**src/rtl/lm_pkg.sv**
```systemverilog
// Shared geometry, field widths and function codes for the local memory request path.
package lm_pkg;

    // *************************************************************************
    // memory geometry
    // *************************************************************************

    localparam int lm_banks      = 4;              // banks are word interleaved.
    localparam int lm_bank_sel_w = 2;
    localparam int lm_aw         = 12;             // byte address width.
    localparam int lm_idx_w      = 8;
    localparam int lm_depth      = 1 << lm_idx_w;  // words per bank.
    localparam int lm_off_w      = 2;              // byte offset inside a word.

    // *************************************************************************
    // field widths
    // *************************************************************************

    localparam int lm_dw     = 32;
    localparam int lm_be_w   = lm_dw / 8;
    localparam int lm_uw     = 3;
    localparam int lm_func_w = 3;

    // the bank number sits right above the byte offset, the word index above that.
    localparam int lm_bank_lsb = lm_off_w;
    localparam int lm_idx_lsb  = lm_bank_lsb + lm_bank_sel_w;

    // A-channel function codes.
    // codes not listed here are illegal and get squashed by the decoder.
    typedef enum logic [lm_func_w-1:0] {
        lm_func_read    = 3'd0,
        lm_func_write_b = 3'd1,
        lm_func_write_h = 3'd2,
        lm_func_write_w = 3'd3
    } lm_func_e;

endpackage

```
**src/rtl/lm_a_bank_sel.sv**
```systemverilog
// Request buffer that routes decoded requests to their bank and holds one refused request.
`timescale 1ns/1ps

module lm_a_bank_sel import lm_pkg::*; (
    input  logic                                  core_clk,
    input  logic                                  core_reset_n,
    input  logic                                  us_valid,
    input  logic                                  us_stall,
    output logic                                  us_ready,
    input  logic [lm_bank_sel_w-1:0]              us_bank_sel,
    input  logic [lm_idx_w-1:0]                   us_idx,
    input  lm_func_e                              us_func,
    input  logic [lm_be_w-1:0]                    us_be,
    input  logic [lm_uw-1:0]                      us_user,
    input  logic [lm_dw-1:0]                      us_wdata,
    output logic [lm_banks-1:0]                   ds_valid,
    output logic [lm_banks-1:0]                   ds_stall,
    input  logic [lm_banks-1:0]                   ds_ready,
    output logic [lm_banks-1:0][lm_idx_w-1:0]     ds_idx,
    output lm_func_e [lm_banks-1:0]               ds_func,
    output logic [lm_banks-1:0][lm_be_w-1:0]      ds_be,
    output logic [lm_banks-1:0][lm_uw-1:0]        ds_user,
    output logic [lm_banks-1:0][lm_dw-1:0]        ds_wdata
);

    // *************************************************************************
    // hold control
    // *************************************************************************

    logic                     hold_q;
    logic                     hold_d;
    logic                     capture;
    logic                     release_hold;
    logic [lm_bank_sel_w-1:0] hold_bank_q;
    logic [lm_idx_w-1:0]      hold_idx_q;
    lm_func_e                 hold_func_q;
    logic [lm_be_w-1:0]       hold_be_q;
    logic [lm_uw-1:0]         hold_user_q;
    logic [lm_dw-1:0]         hold_wdata_q;

    // a live request that its bank refuses is taken into the holding register.
    assign capture = ~hold_q & us_valid & ~us_stall & ~ds_ready[us_bank_sel];

    // the hold ends at the edge where the held bank finally accepts.
    assign release_hold = hold_q & ds_ready[hold_bank_q];

    assign hold_d = (hold_q | capture) & ~release_hold;

    always_ff @(posedge core_clk or negedge core_reset_n) begin
        if (!core_reset_n) begin
            hold_q <= 1'b0;
        end else begin
            hold_q <= hold_d;
        end
    end

    // payload of the refused request.
    always_ff @(posedge core_clk) begin
        if (capture) begin
            hold_bank_q  <= us_bank_sel;
            hold_idx_q   <= us_idx;
            hold_func_q  <= us_func;
            hold_be_q    <= us_be;
            hold_user_q  <= us_user;
            hold_wdata_q <= us_wdata;
        end
    end

    assign us_ready = ~hold_q;   // upstream waits while a request is parked.

    // *************************************************************************
    // per-bank routing
    // *************************************************************************

    // while idle every bank sees the request, but all except the addressed one are
    // stalled. While holding, only the held bank sees a valid request.
    always_comb begin
        for (int b = 0; b < lm_banks; b++) begin
            if (hold_q) begin
                ds_valid[b] = (hold_bank_q == lm_bank_sel_w'(b));
                ds_stall[b] = 1'b0;
                ds_idx[b]   = hold_idx_q;
                ds_func[b]  = hold_func_q;
                ds_be[b]    = hold_be_q;
                ds_user[b]  = hold_user_q;
                ds_wdata[b] = hold_wdata_q;
            end else begin
                ds_valid[b] = us_valid;
                ds_stall[b] = (us_bank_sel != lm_bank_sel_w'(b)) | us_stall;
                ds_idx[b]   = us_idx;
                ds_func[b]  = us_func;
                ds_be[b]    = us_be;
                ds_user[b]  = us_user;
                ds_wdata[b] = us_wdata;
            end
        end
    end

endmodule

```
**config.mk**
```make
export PLATFORM = sky130hd
export DESIGN_NAME = lm_a_bank_sel
export DESIGN_NICKNAME = d
export VERILOG_FILES = /design/src/rtl/lm_pkg.sv /design/src/rtl/lm_a_bank_sel.sv
export SDC_FILE = /design/constraint.sdc
export NUM_CORES = 1
export LEC_CHECK = 0
export BUFFER_PORTS_ARGS = -buffer_cell sky130_fd_sc_hd__buf_4
export CORE_AREA = 3 3 103 105
export CTS_CLUSTER_SIZE = 28
export DETAILED_ROUTE_END_ITERATION = 10
export DIE_AREA = 0 0 106 108
export PLACE_DENSITY = 0.69
export SETUP_SLACK_MARGIN = 0.4
export SKIP_LAST_GASP = 1
export SYNTH_ARGS = -nofsm -noshare
export SYNTH_HDL_FRONTEND = slang
export SYNTH_SLANG_ARGS = --single-unit
```
**constraint.sdc**
```tcl
create_clock -name core_clk -period 2.74 [get_ports core_clk]
set_clock_uncertainty 0.15 [all_clocks]
set_input_delay 0.411 -clock core_clk [delete_from_list [all_inputs] [get_ports core_clk]]
set_output_delay 0.411 -clock core_clk [all_outputs]
set_load 0.1 [all_outputs]
```
# Word-level counts from Yosys, hierarchy flattened

Index checks and enable logic that the tools add are counted.

Register bits: 53
Latch bits: 0
RAM bits: 0
Bits in read-only memories: 0
Input port bits: 60
Output and inout bits: 209
Word-level logic and storage cells: 48
Memories kept: 0

Add/subtract/negate cells: 0
Multiply operators: 0
Divide/modulo/power cells: 0
$lt $le $gt $ge: 2
Equal/unequal tests: 6
Shift-type cells: 0
Multiplexer cells: 17
Bitwise gates (word level): 14
Reduce and logical (&&, ||, !) cells: 2

Operators by type and width:

| kind                                                                          | count |
|---|---|
| 32-bit two-way mux                                                            | 1 |
| 1-bit two-way mux                                                             | 10 |
| 8-bit two-way mux                                                             | 1 |
| 2-bit by 3-bit less-than comparator with 1-bit output (second input constant) | 2 |
| 3-bit two-way mux                                                             | 2 |
| 1-bit AND                                                                     | 5 |
| 1-bit bitwise OR                                                              | 5 |
| 1-bit binary-select mux with 2-bit select                                     | 2 |
| 2-bit equality test (second input constant)                                   | 2 |
| 4-bit two-way mux                                                             | 1 |
| 2-bit inequality test (second input constant)                                 | 2 |
| 1-bit inverter                                                                | 4 |
| 2-bit by 1-bit equality test with 1-bit output (second input constant)        | 1 |
| 2-bit logical NOT                                                             | 1 |
| 2-bit by 1-bit inequality test with 1-bit output (second input constant)      | 1 |
| 2-bit nonzero test                                                            | 1 |

# Logic depth before layout (Yosys ltp)

Word-level depth: 6
Gate-level depth with buffers: 6
Depth with buffers taken out: 3

# Worst setup path before layout

Ideal clock, no wire load.

Kind: register -> output
Start: register hold_q
End: output port ds_valid[1]
Arrival time: 2.971 ns
Data required time: 2.179 ns
Path slack: -0.792 ns
Cell stages (with the launch flop): 6
Buffers on the path: 3
Cell sequence: dfrtp_1 buf_2 buf_2 buf_4 nand2_1 o21ai_0

Cells in the longest elaborated chain, start to end: 1

RTL lines:

| item                     | line                | source |
|---|---|---|
| start: declaration       | lm_a_bank_sel.sv:30 | `logic hold_q;` |
| start signal: assignment | lm_a_bank_sel.sv:53 | `hold_q <= hold_d;` |
| 1-bit two-way mux        | lm_a_bank_sel.sv:79 | `if (hold_q) begin` |
| end: declaration         | lm_a_bank_sel.sv:16 | `output logic [lm_banks-1:0] ds_valid,` |

Every way passes these cells.

==> flow_summary.json <==
{
  "cts-root-buf": "clkbuf_8",
  "antenna_cells": 0,
  "syn-num-nets": 345,
  "p_leak_nw": 2.17,
  "yosysSeqAreaShare": 0.457,
  "synthCells": 285,
  "end_kind": "output port",
  "worst-path-max-fanout": 30,
  "wl_per_cell_um": 14.6,
  "area_growth_pct": 35.2,
  "post-synth-top-area-cell": "edfxtp_1",
  "slew_headroom": 0.735,
  "reg2reg_depth": 4,
  "arrival_ns": 1.68,
  "drc": 0,
  "postCtsSetupBuffers": 0,
  "rsz0062_at_grt": "no",
  "final-hold-violation-count": 0,
  "multi_input_area_um2": 798,
  "synth_area_per_cell_um2": 12.2,
  "start_kind": "register",
  "hold_path.class": "in2reg",
  "routed_wl_um": 7890,
  "die_w_um": 106,
  "first_pass_iters": 3,
  "numCtsBuffers": 5,
  "synth_top_area_frac": 0.449,
  "place.gp.congestion": 0.723,
  "die-area_um2": 11400,
  "clockBufferDepth": 2,
  "die_y_um": 108,
  "cts.clk_slew.worst_paths_ns": 0.09,
  "vias": 2265,
  "drive_gt1_frac": 0.821,
  "nFillCells": 857,
  "antenna_found_initial": 0,
  "crit_type": "reg2out",
  "cp.required_ns": 2.18,
  "drt_iter0_markers": 64,
  "clock_latency_ns": 0.30,
  "cts_sinks": 53,
  "overflow": 0,
  "core_um2": 9730,
  "rows": 36,
  "tightestPinTransition_ns": 0.397,
  "grt_pass1_wl_um": 11400,
  "cts_tree": "yes",
  "antenna_left": 0,
  "viasPerCell": 4.19,
  "final.min_clock_period_ns": 2.24,
  "drv_cap": 0,
  "setup_viol": 0,
  "outcome": "finished, final reports clean",
  "maxSlewViolCount": 0,
  "whs_path_depth": 1,
  "grt_pass1_vias": 2204,
  "dpl_cell_area_um2": 4610,
  "grt_max_degree": 31,
  "ys_warn_count": 0,
  "fin_crit_sh": 0.817,
  "synth_area_leaders": "edfxtp_1 (45%), buf_4 (33%), mux2_2 (16%)",
  "seq_area_um2": 1590,
  "portBuffers": 268,
  "synth_seq_cells": 53,
  "synth.distinct_cells": 18,
  "h-tree-depth": 2,
  "peakVddDrop_uv": 510,
  "grt_usage": 0.124,
  "fin_total_pwr_mw": 4.88,
  "syn-cell-area_um2": 3470,
  "dp_hpwl_um": 6480,
  "fin_setup_tns_ns": 0,
  "p_per_area_nw_per_um2": 1040,
  "io-pin-count": 269,
  "fin_area_um2": 4700,
  "max_freq_mhz": 447,
  "nNetsFinal": 468,
  "start_util": 0.357
}
## cells in the mapped netlist
cell	instances
nand2_1	2
nand2b_1	1
buf_2	4
a211oi_1	1
o21ai_0	4
mux2_2	50
mux2i_1	3
nor2_1	1
inv_1	3
edfxtp_1	52
nor4b_1	1
and2b_1	1
a311o_1	1
nor2b_1	2
a21oi_1	4
a32o_2	1
dfrtp_1	1
buf_4	153
## flip-flops by register name (all words and copies together) (netlist names)
signal / flops
hold_func_q: 3
hold_idx_q: 8
hold_bank_q: 2
hold_be_q: 4
hold_q: 1
hold_user_q: 3
hold_wdata_q: 32
## power by group
group          switching, mW  internal (mW)
clock network          0.241          0.169
logic                   2.91          0.619
registers            0.00993          0.929
total                   3.16           1.72
## stage by stage
step           utilization  std cells  hold WS, ns  setup WS [ns]
4_1_cts              0.482        540        0.128          0.404
6_report             0.483        540        0.140          0.502
2_1_floorplan            -        285      -0.0346         -0.104
3_3_place_gp         0.473        533       0.0388          0.764
5_1_grt              0.483        540        0.118          0.419
3_5_place_dp         0.473        533       0.0388          0.754
## worst max-delay path, stage by stage (launching register included)
cell	delay, ns
dfrtp_2	0.40
buf_6	0.29
mux2_2	0.43
buf_4	0.25
## cells by family (layout without fill, tap and decap cells)
kind of cell    count (synthesis)  after routing  share of synthesized area
compound gates                 11             11                     0.0198
buf+inv                       160            282                      0.340
flops                          53             53                      0.457
mux                            53             53                      0.171
simple gates                    8              8                     0.0133
## layout by cell type, fill, tap and decap left out
master         count
nand2_1            2
buf_4            270
a311o_1            1
o21ai_2            4
nand2b_1           1
a21oi_1            4
a211oi_1           1
mux2_4            20
nor2_1             1
edfxtp_1          52
mux2_2            30
mux2i_1            3
dfrtp_2            1
and2b_1            1
nor4b_1            1
clkinv_2           1
nor2b_1            2
clkbuf_8           5
buf_6              2
a32o_2             1
inv_1              3
dlygate4sd3_1      1
## path summary, 6_finish.rpt
check                           slack [ns]          endpoint           start
worst max-delay path                  0.50      ds_wdata[31]          hold_q
worst min-delay path                  0.14  hold_wdata_q[24]    us_wdata[24]
worst max register to register        0.90  hold_wdata_q[23]          hold_q
worst min register to register        0.46            hold_q  hold_bank_q[0]
max in group asynchronous             2.09            hold_q    core_reset_n
min in group asynchronous             0.26            hold_q    core_reset_n
## timing repair
action	4_1_cts	5_1_grt
hold buffers	1	0
gates resized for setup	0	2
endpoints found under the hold margin	1	0
endpoints found under the setup margin	0	128
## layer usage
| metal | track usage | share of wire | wire length [um] |
|---|---|---|---|
| met5 | 0 | 0 | 0 |
| met4 | 0.0333 | 0.0061 | 48 |
| met3 | 0.0406 | 0.10 | 803 |
| met1 | 0.136 | 0.36 | 2830 |
| met2 | 0.230 | 0.53 | 4210 |
## cell type report
cell class              instances  share of cell area
clock buffers                   5              0.0147
clock inverters                 1             0.00107
inverters                       3             0.00240
multi-input cells              72               0.170
flip-flops and latches         53               0.338
well taps                     133              0.0354
repair buffers                273               0.438
Power figures use the tool's default switching activity.
