`src/rtl/lm_pkg.sv`:
```
// Shared geometry, field widths and function codes for the local memory request path.
package lm_pkg;

    // *************************************************************************
    // memory geometry
    // *************************************************************************

    localparam int lm_banks      = 4;              // banks are word interleaved.
    localparam int lm_bank_sel_w = 2;
    localparam int lm_aw         = 12;             // byte address width.
    localparam int lm_idx_w      = 8;
    localparam int lm_depth      = 1 << lm_idx_w;  // words per bank.
    localparam int lm_off_w      = 2;              // byte offset inside a word.

    // *************************************************************************
    // field widths
    // *************************************************************************

    localparam int lm_dw     = 32;
    localparam int lm_be_w   = lm_dw / 8;
    localparam int lm_uw     = 3;
    localparam int lm_func_w = 3;

    // the bank number sits right above the byte offset, the word index above that.
    localparam int lm_bank_lsb = lm_off_w;
    localparam int lm_idx_lsb  = lm_bank_lsb + lm_bank_sel_w;

    // A-channel function codes.
    // codes not listed here are illegal and get squashed by the decoder.
    typedef enum logic [lm_func_w-1:0] {
        lm_func_read    = 3'd0,
        lm_func_write_b = 3'd1,
        lm_func_write_h = 3'd2,
        lm_func_write_w = 3'd3
    } lm_func_e;

endpackage

```
`src/rtl/lm_a_req_decode.sv`:
```
// Request producer: splits the byte address, builds byte enables and squashes misaligned requests.
`timescale 1ns/1ps

module lm_a_req_decode import lm_pkg::*; (
    input  logic                     a_valid,
    input  logic                     a_stall,
    input  logic [lm_aw-1:0]         a_addr,
    input  lm_func_e                 a_func,
    input  logic [lm_uw-1:0]         a_user,
    input  logic [lm_dw-1:0]         a_wdata,
    output logic                     a_ready,
    output logic                     us_valid,
    output logic                     us_stall,
    input  logic                     us_ready,
    output logic [lm_bank_sel_w-1:0] us_bank_sel,
    output logic [lm_idx_w-1:0]      us_idx,
    output lm_func_e                 us_func,
    output logic [lm_be_w-1:0]       us_be,
    output logic [lm_uw-1:0]         us_user,
    output logic [lm_dw-1:0]         us_wdata,
    output logic                     err_valid,
    output logic [lm_uw-1:0]         err_user
);

    logic [lm_off_w-1:0] off;
    logic                misaligned;

    assign off         = a_addr[lm_off_w-1:0];
    assign us_bank_sel = a_addr[lm_idx_lsb-1:lm_bank_lsb];
    assign us_idx      = a_addr[lm_idx_lsb +: lm_idx_w];

    // byte enables follow the function code, and narrow write data is copied to every lane.
    always_comb begin
        misaligned = 1'b0;
        us_be      = '0;
        us_wdata   = a_wdata;
        case (a_func)
            lm_func_read: begin
                us_be = '1;
            end
            lm_func_write_b: begin
                us_be    = lm_be_w'(1) << off;
                us_wdata = {lm_be_w{a_wdata[7:0]}};
            end
            lm_func_write_h: begin
                us_be      = lm_be_w'(2'b11) << {off[1], 1'b0};
                us_wdata   = {(lm_be_w / 2){a_wdata[15:0]}};
                misaligned = off[0];                  // odd halfword offset.
            end
            lm_func_write_w: begin
                us_be      = '1;
                misaligned = (off != '0);
            end
            default: begin
                misaligned = 1'b1;                    // illegal code.
            end
        endcase
    end

    assign us_valid = a_valid;
    assign us_stall = a_stall | misaligned;   // a squashed request still gets taken.
    assign us_func  = a_func;
    assign us_user  = a_user;
    assign a_ready  = us_ready;

    // the error pulses only in the cycle the request is accepted.
    assign err_valid = a_valid & us_ready & ~a_stall & misaligned;
    assign err_user  = a_user;

endmodule

```
`config.mk`:
```
export PLATFORM = sky130hd
export DESIGN_NAME = lm_a_req_decode
export DESIGN_NICKNAME = d
export VERILOG_FILES = /design/src/rtl/lm_pkg.sv /design/src/rtl/lm_a_req_decode.sv
export SDC_FILE = /design/constraint.sdc
export NUM_CORES = 1
export LEC_CHECK = 0
export CORE_ASPECT_RATIO = 1.2
export CORE_MARGIN = 2
export CORE_UTILIZATION = 50
export DETAILED_ROUTE_END_ITERATION = 10
export DONT_BUFFER_PORTS = 1
export PLACE_DENSITY = 0.74
export SYNTH_ARGS = -nofsm -noshare
export SYNTH_HDL_FRONTEND = slang
export SYNTH_SLANG_ARGS = --single-unit
```
`constraint.sdc`:
```
create_clock -name vclk -period 1.4
set_input_delay 0.21 -clock vclk [all_inputs]
set_output_delay 0.21 -clock vclk [all_outputs]
set_load 0.05 [all_outputs]
```
=== After elaboration in Yosys (flattened, before gate mapping) ===
Index checks and enable logic that the tools add are counted.

* Add/sub/neg operators: 0
* $mul: 0
* Div/mod/pow operators: 0
* Magnitude comparators: 0
* Equality and inequality tests: 3
* Shift-type cells: 2
* Multiplexer cells: 3
* Bitwise operators: 5
* Reduce and logical (&&, ||, !) cells: 4

{| class="wikitable"
|+ Operators by type and width
! kind !! number
|-
| $pmux W32 S2 || 1
|-
| $pmux W4 S3 || 1
|-
| $eq A3 B2 Y1 const B || 2
|-
| $reduce_or A2 Y1 || 2
|-
| $shl A1 B2 Y4 const A || 1
|-
| $shl A2 B2 Y4 const A || 1
|-
| $and A1 B1 Y1 || 3
|-
| $eq A3 B1 Y1 const B || 1
|-
| $logic_not A3 Y1 || 1
|-
| $pmux W1 S3 || 1
|-
| $reduce_bool A2 Y1 || 1
|-
| $not A1 Y1 || 1
|-
| $or A1 B1 Y1 || 1
|}

* Register bits after elaboration: 0
* Latch bits: 0
* RAM bits: 0
* Bits in read-only memories: 0
* Input port bits: 53
* Output and inout port bits: 59
* Word-level logic and storage cells: 17
* Memories: 0

=== Longest topological paths before layout ===
Gate-level depths: netlist (run 1).

* Word-level depth: 4
* Gate-level depth with buffers: 5
* Depth with buffers taken out: 3

=== Least setup slack after synthesis (run 1) ===
Ideal clock, no wire load.

* Path kind: input-to-output
* From: in a_func[1]
* To: out us_be[0]
* Data arrival time: 1.791 ns
* Required time: 1.190 ns
* Slack: -0.601 ns
* Stages on the path: 5
* Path buffers: 2
* Cell sequence: nand2b_1 > buf_6 > buf_6 > a21oi_1 > a211oi_1

* Cells in the longest elaborated chain, start to end: 3
* Elaborated cells between the ends (all ways): 6
* Classes of those cells: eq/ne (3); mux (1); reduce/logical (2)

{| class="wikitable"
|+ RTL lines
! what !! RTL line !! text
|-
| start, declared || lm_a_req_decode.sv:8 || <nowiki>input lm_func_e a_func,</nowiki>
|-
| $eq A3 B2 Y1 / $logic_not A3 Y1 (equally long branches) || lm_a_req_decode.sv:37 || <nowiki>case (a_func)</nowiki>
|-
| $reduce_or A2 Y1 (no line) || -- ||
|-
| $pmux W4 S3 * || lm_a_req_decode.sv:37 ||
|-
| end, declared || lm_a_req_decode.sv:18 || <nowiki>output logic [lm_be_w-1:0] us_be,</nowiki>
|}

Every way passes the cells marked *; elsewhere a longest branch is shown, timed or not.

=== Final worst setup path (run 1) ===
* From: in a_func[0]
* To: out us_wdata[21]

* Cells in the longest elaborated chain, start to end: 2
* Elaborated cells between the ends (all ways): 3
* Classes of those cells: eq/ne (2); mux (1)

{| class="wikitable"
|+ RTL lines
! what !! RTL line !! text
|-
| $eq A3 B2 Y1 / $eq A3 B1 Y1 (equally long branches) || lm_a_req_decode.sv:37 ||
|-
| $pmux W32 S2 * || lm_a_req_decode.sv:37 ||
|-
| end, declared || lm_a_req_decode.sv:20 || <nowiki>output logic [lm_dw-1:0] us_wdata,</nowiki>
|}

Marks and branches as above.

==> metrics list, run 1 <==
* Mapped Cells: 123
* Antenna violations before repair: 0
- Summed over all nets, wire length on met2 after detailed routing comes to 1200 um.
- Setup slack closes at 0.0354 ns.
- Worst slack at placement: -0.0799 ns
- In the global route stage, overall resource usage came out at between 15 and 20%.
- Dividing the detail-routed wire length by the instance count gives 17.4 um.
- The repair_antennas step left the layout with diodes totalling 0.
- Setup-violating endpoint count in the final report: 0
- Placeable Area: approximately 1700 um2
- At the end of the flow the core is filled with cells to 56.7%.
- Io pins: 112
- For this design the static power due to leakage is 0.402 nW.
- Via count normalized by instance count: 6.61
* Pwr Density: 613 nW/um2
* Slew @ Worst Pin: approximately 0.32 ns
- STA puts the critical path data required time at roughly 1.2 ns.
* Critical path start-end classification: input port to output pin
- Sequential element share of the synthesized area: 0%
- CP Data Arrival Time: 1.15 ns
- Number of instances on the worst hold path: 0
- Relative to the synthesized area, the layout overhead comes to 5.46%.
* Post-Synthesis Mean Instance Area: 7.26 um2
* Detailed Route Iter0 Violations: 19
- Once the floorplan was initialized, standard cells occupied 53.8% of the core.
* Synth warn: 0
* Peak supply drop: between 0.4 and 0.5 mV
- Launch point of the worst path: a_func[0]
- Number of clock buffer instances in the layout: 0
- Final net count: 162
* Final count of pins violating max slew: 0
- Entering global routing, the biggest net connects 32 pins.
- The die covers 2140 um2.
* Element type at the critical path end: output pin
- Across all hold checks on the routed design, the worst slack comes to 0.420 ns.
- For this block, the routed nets add up to around 2200 um of wire.
* Uppermost metal layer occupied by signal nets: met3
- From left edge to right edge, the die measures 42.6 um.
- Routability-driven placement congestion ratio: approximately 0.71
* Commonest non-fill, non-tap cells in the layout: sky130_fd_sc_hd__nor2_1, sky130_fd_sc_hd__mux2_2, sky130_fd_sc_hd__a21oi_1, sky130_fd_sc_hd__buf_4, sky130_fd_sc_hd__nand2b_1
- Setup repair after global routing could not meet its margin everywhere.
- Along the worst path, the maximum fanout reaches 14.
- Counting distinct cell types in the post-synthesis netlist gives 19.
- The first detailed-routing pass ran for 4 iterations.
- Run status: finished clean
* Storage cell area: 0 um2
* Std cell rows: 16
- For this block, the via count after detailed routing is 826.
* Max-cap check violation count: 0
- Cell Area, Synth: 893 um2
* Tightest slew margin relative to the limit: 78.7%
- The startpoint identified for the worst hold timing path is a_addr[8].
- Max Fclk: between 0.7 and 0.8 GHz
* Residual DRC count: 0
- Vias in the first global route: 751
- The placed instances occupy a cell area of a little over 900 um2.
- Post-synthesis net count: 176
* Type of the tightest min-delay check: input port to output pin
- Met3 wire len: about 260 um
* Total power: 0.578 mW
- Die Y: 50.3 um
* Port Buffers: 0
- Commonest non-fill, non-tap cell in the layout: sky130_fd_sc_hd__nor2_1
- Wire length of the first global-routing pass: around 3200 um
* Number of flip-flops and latches: 0
- Once detail routing completed, the nets flagged for antenna violations numbered 0.
- Final hold violation count: 0
* Fraction of final layout cells sized beyond drive strength 1: 39.3%
- Met1 wire length: slightly above 700 um
* Number of buffers inserted by post-CTS setup repair: 0
* Cell area after layout: between 900 and 1000 um2
* Startpoint type of the worst setup path: input port
- DPL Wire Length: 1760 um
- After layout, the worst path uses 97.5% of the clock period.
- Min Clock Period, post-route: 1.36 ns
- Remaining Overflow, GRT: 0
area by class of cell:
cell class | count | area [um2]
Fill cell | 152 | 719
Tap cell | 18 | 22.5
Inverter | 2 | 7.51
Multi-Input combinational cell | 84 | 647
Timing Repair Buffer | 21 | 265
Yosys cell counts:
library cell / number / area (um2)
sky130_fd_sc_hd__o211a_1: 8 / 80.1
sky130_fd_sc_hd__mux2_1: 1 / 11.3
sky130_fd_sc_hd__nor2b_1: 1 / 6.26
sky130_fd_sc_hd__buf_2: 4 / 20.0
sky130_fd_sc_hd__a21o_1: 2 / 15.0
sky130_fd_sc_hd__a21oi_4: 1 / 16.3
sky130_fd_sc_hd__nand2b_1: 11 / 68.8
sky130_fd_sc_hd__clkbuf_1: 2 / 7.51
sky130_fd_sc_hd__buf_6: 2 / 22.5
sky130_fd_sc_hd__inv_1: 2 / 7.51
sky130_fd_sc_hd__o32a_1: 8 / 80.1
sky130_fd_sc_hd__nor3_1: 1 / 5.00
sky130_fd_sc_hd__nor2_4: 1 / 11.3
sky130_fd_sc_hd__nand2_1: 2 / 7.51
sky130_fd_sc_hd__buf_4: 29 / 218
sky130_fd_sc_hd__mux2_2: 15 / 169
sky130_fd_sc_hd__a211oi_1: 2 / 15.0
sky130_fd_sc_hd__a21oi_1: 13 / 65.1
sky130_fd_sc_hd__nor2_1: 18 / 67.6
through the flow:
| stage | cells | setup TNS [ns] |
|---|---|---|
| after detailed placement | 125 | -1.02 |
| final | 125 | 0 |
| after global placement | 125 | -0.445 |
| after CTS | 125 | 0 |
| after floorplan | 123 | -0.622 |
| after global routing | 125 | -0.0238 |
kinds of logic after synthesis:
| family | count (synthesis) | share of synthesized area, % |
|---|---|---|
| AND/OR/NAND/NOR | 34 | 18.6 |
| AO/OA/AOI/OAI | 34 | 30.4 |
| buffers and inverters | 39 | 30.8 |
| multiplexers | 16 | 20.2 |
worst max-delay path, cell delays in order:
cell	delay (ns)
sky130_fd_sc_hd__nand2b_1	0.16
sky130_fd_sc_hd__a21oi_4	0.17
sky130_fd_sc_hd__buf_4	0.15
sky130_fd_sc_hd__mux2_2	0.46
what timing repair did:
action | 4_1_cts | 5_1_grt
hold buffers | 0 | 0
gates resized for setup | 4 | 0
endpoints found under the setup margin | 21 | 8
pin swaps | 0 | 0
path summary, 6_finish.rpt:
check | slack [ns] | to
max | 0.04 | us_wdata[21]
min | 0.42 | us_idx[4]
metal layers:
metal	vias up	global-route usage, %
li1	380	-
met1	383	20.7
met2	63	35.6
met3	0	4.68
met4	0	0.521
met5	-	0
power by group:
group	switching [mW]	internal, mW
Clock	0	0
Sequential	0	0
Combinational	0.358	0.220
(Power assumes the default switching activity.)
==> run 2, diff against run 1 <==
==> constraint.sdc (replaced) <==
create_clock -name vclk -period 1.4
set_input_delay 0.07 -clock vclk [all_inputs]
set_output_delay 0.07 -clock vclk [all_outputs]
set_load 0.05 [all_outputs]
==> run 2 against run 1 <==
Compared with the run above:
- routed wire length up 5.5%
- setup slack improved by 0.16 ns
- sequential cell count unchanged
- critical endpoint is now us_wdata[15]
==> metrics list, run 2 (synthesis results as in run 1) <==
- The flow ran to the end, and the final reports show no timing, DRC or antenna violations.
- Antenna Nets Post-Route: 0 (unchanged)
* DPL Wire Length: 1830 um (+3.6%)
- The maximum fanout along the worst path came to 22 (+8).
* Io pins: 112 (unchanged)
- The fill cell total of the finished layout was 167 (+9.9%).
* Wire length reported by the detailed router: 2300 um (+5.5%)
- Count of TritonRoute iterations in the first routing pass: 4 (unchanged)
- Tightest slew margin relative to the limit: 65.7% (-13 points)
- The clock network fraction of design power came to 0% (unchanged).
* Library cell appearing most often on the critical path: sky130_fd_sc_hd__buf_4
- Cell Chain, Critical Path: nand2b_1, nor2_4, buf_4, mux2_1, buf_4
- The switching power of the nets came to 0.355 mW (-0.67%).
- Routing usage on met2: 39.2% (+3.6 points)
- Number of flip-flops and latches: 0 (unchanged)
- Layer carrying the most global-route usage: met2
* Global routing usage summed across all routing layers: 19.9% (+1.5 points)
- In this run the worst setup path terminates at us_wdata[15].
* CP Data Arrival Time: 1.13 ns (-0.02 ns)
* Maximum number of pins on one net before global-route repair: 32 (unchanged)
* Placeable Area: 1660 um2 (unchanged)
* Critical path start-end classification: input port to output pin
* Final routed wire length divided by cell count: 18.5 um (+6.3%)
- Via count normalized by instance count: 6.49 (-1.8%)
* Type of the tightest min-delay check: input port to output pin
- The routing usage on met3 was 3.60% (-1.1 points).
* Hold buffer count at cts: 0 (unchanged)
- Antenna violations before repair: 0 (unchanged)
* Final count of pins violating max slew: 0 (unchanged)
- Unrepaired setup endpoints after global routing: false
- Vias after detailed routing: 805 (-2.5%)
- Max Fclk: 0.832 GHz (+14%)
- The count of buffering cells on the critical path with inverters included came to 2 (+1).
* Global Route met1 Usage: 22.2% (+1.5 points)
- Pwr Density: 623 nW/um2 (+1.6%)
* Residual DRC count: 0 (unchanged)
- The most critical setup path has its startpoint at a_func[1].
- Worst slack at placement: 0.196 ns (+0.276 ns)
- The total setup violations reported at the end of the flow came to 0 (unchanged).
- Switching share of total power: 62.5% (+0.55 points)
- CP Data Required Time: 1.33 ns (+0.14 ns)
- Std cell rows: 16 (unchanged)
- The number of hold violations in the final report was 0 (unchanged).
- Leaving out fill and tap cells, the most frequent cell in the layout is sky130_fd_sc_hd__nor2_1.
- The count of buffers inserted at the top-level ports was 0 (unchanged).
- Total of cells resized after clock tree synthesis: 0 (-4)
- Cell-internal power: 0.214 mW (-3.0%)
- The effective utilization at floorplan was 53.8% (unchanged).
- Slew @ Worst Pin: 0.517 ns (+0.198 ns)
* Final worst path period share: 85.9% (-12 points)
* Element type at the critical path end: output pin
- The number of DRC violations after detailed-routing iteration 0 came to 13 (-6).
- The sequential fraction of design power came to 0% (unchanged).
- The via count of the first global-routing pass was 757 (+0.80%).
- Multi-input logic area: 633 um2 (-2.1%)
* Worst setup slack after layout: 0.198 ns (+0.162 ns)
* Crit path largest cell delay: 0.34 ns (-0.12 ns)
- Crit path max-delay cell type: sky130_fd_sc_hd__mux2_1
- Routability-driven placement congestion ratio: 0.760 (+7.5%)
* Logic gate share of total power: 100.0% (about the same)
- Final-layout setup total negative slack: 0 ns (unchanged)
* Fraction of final layout cells sized beyond drive strength 1: 37.7% (-1.5 points)
- Peak supply drop: 0.306 mV (-27%)
- The number of clock buffers in the layout was 0 (unchanged).
* Storage cell area: 0 um2 (unchanged)
- Wire length of the first global-routing pass: 3530 um (+8.9%)
- The max-cap check violation count is 0 (unchanged).
- Crit. path cell count: 5 (+1)
- Commonest non-fill, non-tap cells in the layout: sky130_fd_sc_hd__nor2_1, sky130_fd_sc_hd__mux2_2, sky130_fd_sc_hd__a21oi_1, sky130_fd_sc_hd__buf_4, sky130_fd_sc_hd__nand2b_1
* Floorplan die width: 42.6 um (unchanged)
- The overall die area was 2140 um2 (unchanged).
- Diodes inserted: 0 (unchanged)
- Remaining Overflow, GRT: 0 (unchanged)
- Startpoint type of the worst setup path: input port
- Number of buffers inserted by post-CTS setup repair: 0 (unchanged)
- Leakage power total: 0.388 nW (-3.5%)
- Die Y: 50.3 um (unchanged)
- The minimum period implied by the final worst setup slack was 1.20 ns (-0.162 ns).
- Final net count: 161 (-0.62%)
- Relative to the synthesized area, the layout overhead comes to 2.24%.
- Kind of cell adding the most delay to the critical path: simple AND/OR/NAND/NOR gates
-- run 2: cell types whose count changed in the layout (fill, tap and decap cells not counted), sizes merged --
cell / previous run / this run
buf: 21 / 20
-- run 2: how the worst min path moves through the flow --
stage | start | to | slack, ns | cells past startpoint
after floorplan | a_stall | err_valid | 0.24 | 1
after global placement | a_wdata[0] | us_wdata[0] | 0.14 | 0
after detailed placement | a_wdata[0] | us_wdata[0] | 0.14 | 0
after CTS | a_wdata[0] | us_wdata[0] | 0.14 | 0
after global routing | a_wdata[2] | us_wdata[2] | 0.14 | 0
final | a_addr[4] | us_idx[0] | 0.14 | 0
-- run 2: power by group through the flow --
stage	sequential (mW)	clock [mW]	combinational (mW)
after floorplan	0	0	0.660
after global routing	0	0	0.589
after CTS	0	0	0.571
after global placement	0	0	0.563
final	0	0	0.569
after detailed placement	0	0	0.570
-- run 2: cell type report --
cell class                      count  share of cell area, %
Multi-Input combinational cell     84                   69.3
Tap cell                           18                   2.47
Timing Repair Buffer               20                   27.4
Inverter                            2                  0.822
-- run 2: metrics by stage --
| stage | cell area [um2] | hold slack (ns) | std cells | util (%) | total power, mW |
|---|---|---|---|---|---|
| after floorplan | 908 | 0.242 | 123 | - | 0.660 |
| after global placement | 913 | 0.140 | 124 | 55.0 | 0.563 |
| after detailed placement | 913 | 0.140 | 124 | 55.0 | 0.570 |
| after CTS | 913 | 0.140 | 124 | 55.0 | 0.571 |
| after global routing | 913 | 0.140 | 124 | 55.0 | 0.589 |
| final | 913 | 0.140 | 124 | 55.0 | 0.569 |
-- run 2: routing by layer --
| metal | vias to the layer above | part of all wire [%] |
|---|---|---|
| met3 | 2 | 9.6 |
| met1 | 367 | 33 |
| met4 | 0 | 0.22 |
| met5 | - | 0 |
| met2 | 60 | 57 |
| li1 | 376 | - |
==> run 3, diff against run 2 <==
==> config.mk (replaced) <==
export PLATFORM = sky130hd
export DESIGN_NAME = lm_a_req_decode
export DESIGN_NICKNAME = d
export VERILOG_FILES = /design/src/rtl/lm_pkg.sv /design/src/rtl/lm_a_req_decode.sv
export SDC_FILE = /design/constraint.sdc
export NUM_CORES = 1
export LEC_CHECK = 0
export ABC_AREA = 1
export CORE_AREA = 2 2 43 45
export DETAILED_ROUTE_END_ITERATION = 10
export DIE_AREA = 0 0 45 47
export DONT_BUFFER_PORTS = 1
export GPL_ROUTABILITY_DRIVEN = 0
export PLACE_DENSITY = 0.67
export REMOVE_ABC_BUFFERS = 1
export SYNTH_ARGS = -nofsm -noshare
export SYNTH_HDL_FRONTEND = slang
export SYNTH_SLANG_ARGS = --single-unit
==> run 3 against run 2 <==
Compared with the run above:
- via count grew 15%
- die area shrank 1.3%
- first-iteration DRC count shrank 7.7%
- routed wire length grew 28%
- fmax grew 8.6%
- design area grew 20%
==> metrics list, run 3 <==
* Cell types with the largest area share after synthesis: sky130_fd_sc_hd__buf_4, sky130_fd_sc_hd__nand3_1, sky130_fd_sc_hd__nand2_1
- The I/O pin count came to 112 (unchanged).
- The worst vdd rail ir drop is 0.391 mV (+28%).
- Storage cell area: 0 um2 (unchanged)
- Met1 wire length: 787 um (+3.1%)
- The fraction of the yosys area taken by sequential cells came to 0% (unchanged).
- STA classifies the critical path endpoint as an output pin.
- Routed signal wires occupy layers up through met4.
* Cell Area, Synth: 709 um2 (-21%)
* Placeable Area: 1650 um2 (-0.60%)
- Launch point of the worst hold path: a_wdata[5]
- The total chip power is 0.766 mW (+35%).
- The number of clock buffers in the layout is 0 (unchanged).
* Pwr Density: 701 nW/um2 (+13%)
- Launch point of the worst path: a_func[0]
- Slew @ Worst Pin: 0.280 ns (-0.237 ns)
* Setup-violating endpoint count in the final report: 0 (unchanged)
* Total of cells resized after clock tree synthesis: 0 (unchanged)
- Wire length of the first global-routing pass: 4210 um (+19%)
* Final-layout setup total negative slack: 0 ns (unchanged)
- Leaving out fill and tap cells, the most frequent cell in the layout is sky130_fd_sc_hd__nand2_1.
- Count of TritonRoute iterations in the first routing pass: 4 (unchanged)
- The total number of vias came to 927 (+15%).
- Cell taking the most area after synthesis: sky130_fd_sc_hd__buf_4
- Initial standard-cell utilization of the core: 43.0% (-11 points)
- The number of cells in the design after placement was 158 (+27%).
- The final wirelength came to 2940 um (+28%).
- The detailed placer's ending HPWL was 2530 um (+38%).
- The number of standard cells in the final layout excluding fillers was 158 (+27%).
- The minimum period implied by the final worst setup slack was 1.11 ns (-0.0953 ns).
- Met2 Wirelength: 1590 um (+22%)
- The critical path ends at us_wdata[15].
* Commonest non-fill, non-tap cells in the layout: sky130_fd_sc_hd__nand2_1, sky130_fd_sc_hd__nand3_1, sky130_fd_sc_hd__buf_12, sky130_fd_sc_hd__nor2_1, sky130_fd_sc_hd__buf_4
- Worst hold slack across all endpoints: 0.140 ns (+0.00000400 ns)
- Number of instances on the worst hold path: 0 (unchanged)
- Remaining Overflow, GRT: 0 (unchanged)
- Unrepaired setup endpoints after global routing: false
- Residual DRC count: 0 (unchanged)
- Via count normalized by instance count: 5.87 (-9.6%)
* Total die area: 2120 um2 (-1.3%)
- The placement row count is 15 (-1).
- Antenna violations before repair: 0 (unchanged)
* Area growth from synthesis to layout: 54.1%
- The area used by multi-input combinational logic came to 429 um2 (-32%).
- The ratio of final minimum period to clock period is 79.1% (-6.8 points).
* Max Fclk: 0.903 GHz (+8.6%)
- The number of antenna diodes was 0 (unchanged).
- CP Data Arrival Time: 1.04 ns (-0.09 ns)
* Mapped Cells: 139 (+13%)
- The leakage power total was 0.587 nW (+51%).
* Floorplan die width: 45 um (+5.7%)
- Synth cell count leaders: sky130_fd_sc_hd__nand2_1, sky130_fd_sc_hd__nand3_1, sky130_fd_sc_hd__buf_4
- Distinct cells, synth: 12 (-7)
* Maximum number of pins on one net before global-route repair: 20 (-38%)
- Number of filler instances in the final layout: 150 (-10%)
- The worst setup path is launched from an input port.
- Critical path start-end classification: input port to output pin
- Utilization of the core after routing: 66.2% (+11 points)
- Met3 wire len: 550 um (+150%)
* Run status: finished clean
- The final sequential cell count was 0 (unchanged).
- The number of antenna-violating nets in the routed design is 0 (unchanged).
- Final hold violation count: 0 (unchanged)
- Number of buffers inserted by post-CTS setup repair: 0 (unchanged)
* Worst-path maximum fanout: 13 (-41%)
* Type of the tightest min-delay check: input port to output pin
* Tightest slew margin relative to the limit: 81.1% (+15 points)
- CP Data Required Time: 1.33 ns (about the same)
* Cell with the most instances after synthesis: sky130_fd_sc_hd__nand2_1
- The total routing resource utilization after global routing is 27.5% (+7.6 points).
- Detailed Route Iter0 Violations: 12 (-1)
- The count of hold buffers inserted by post-cts repair is 0 (unchanged).
* Share of the synthesized area in the top cell type: 30.7% (+6.3 points)
- The count of buffers inserted at the top-level ports came to 0 (unchanged).
- Post-Synthesis Mean Instance Area: 5.10 um2 (-30%)
* Max-cap check violation count: 0 (unchanged)
- Fraction of final layout cells sized beyond drive strength 1: 29.1% (-8.7 points)
- Synth warn: 0 (unchanged)
- Final routed wire length divided by cell count: 18.6 um (+0.53%)
- The final net count was 196 (+22%).
- Vias in the first global route: 897 (+18%)
- Final count of pins violating max slew: 0 (unchanged)
- The vertical extent of the die is 47 um (-6.6%).
## run 3: kinds of logic after synthesis
logic type,Yosys count,share of synthesized area (%)
AO/OA/AOI/OAI,2,1.41
buffers and inverters,41,39.5
AND/OR/NAND/NOR,96,59.1
## run 3: worst min path at each step
| stage | to | slack [ns] |
|---|---|---|
| CTS | us_wdata[2] | 0.14 |
| global route | us_valid | 0.14 |
| finish | us_wdata[5] | 0.14 |
| global placement | us_wdata[2] | 0.14 |
| detailed placement | us_wdata[2] | 0.14 |
| floorplan | a_ready | 0.14 |
## run 3: layout make-up
type	count	area share, %
repair buffers	35	56.1
multi-input cells	98	39.2
inverters	8	2.75
well taps	17	1.95
## run 3: worst max-delay path: stages
cell and delay (ns):
sky130_fd_sc_hd__nor2_2 0.15, sky130_fd_sc_hd__nand2_2 0.20, sky130_fd_sc_hd__inv_2 0.20, sky130_fd_sc_hd__nand2_1 0.10
sky130_fd_sc_hd__nand3_1 0.16, sky130_fd_sc_hd__buf_12 0.16
## run 3: metal layers
layer,vias up,GRT usage [%]
met3,2,20.4
met4,0,2.35
met5,-,0
met1,414,22.3
li1,419,-
met2,92,54.6
## run 3: power breakdown
group          internal, mW  switching [mW]  leakage [nW]  total, mW
Combinational         0.332           0.435         0.587      0.766
Clock                     0               0             0          0
Sequential                0               0             0          0
## run 3: stage by stage
step,setup slack (ns),instance area [um2]
global placement,0.367,1090
detailed placement,0.291,1090
global route,0.206,1090
finish,0.293,1090
CTS,0.289,1090
floorplan,0.0964,459
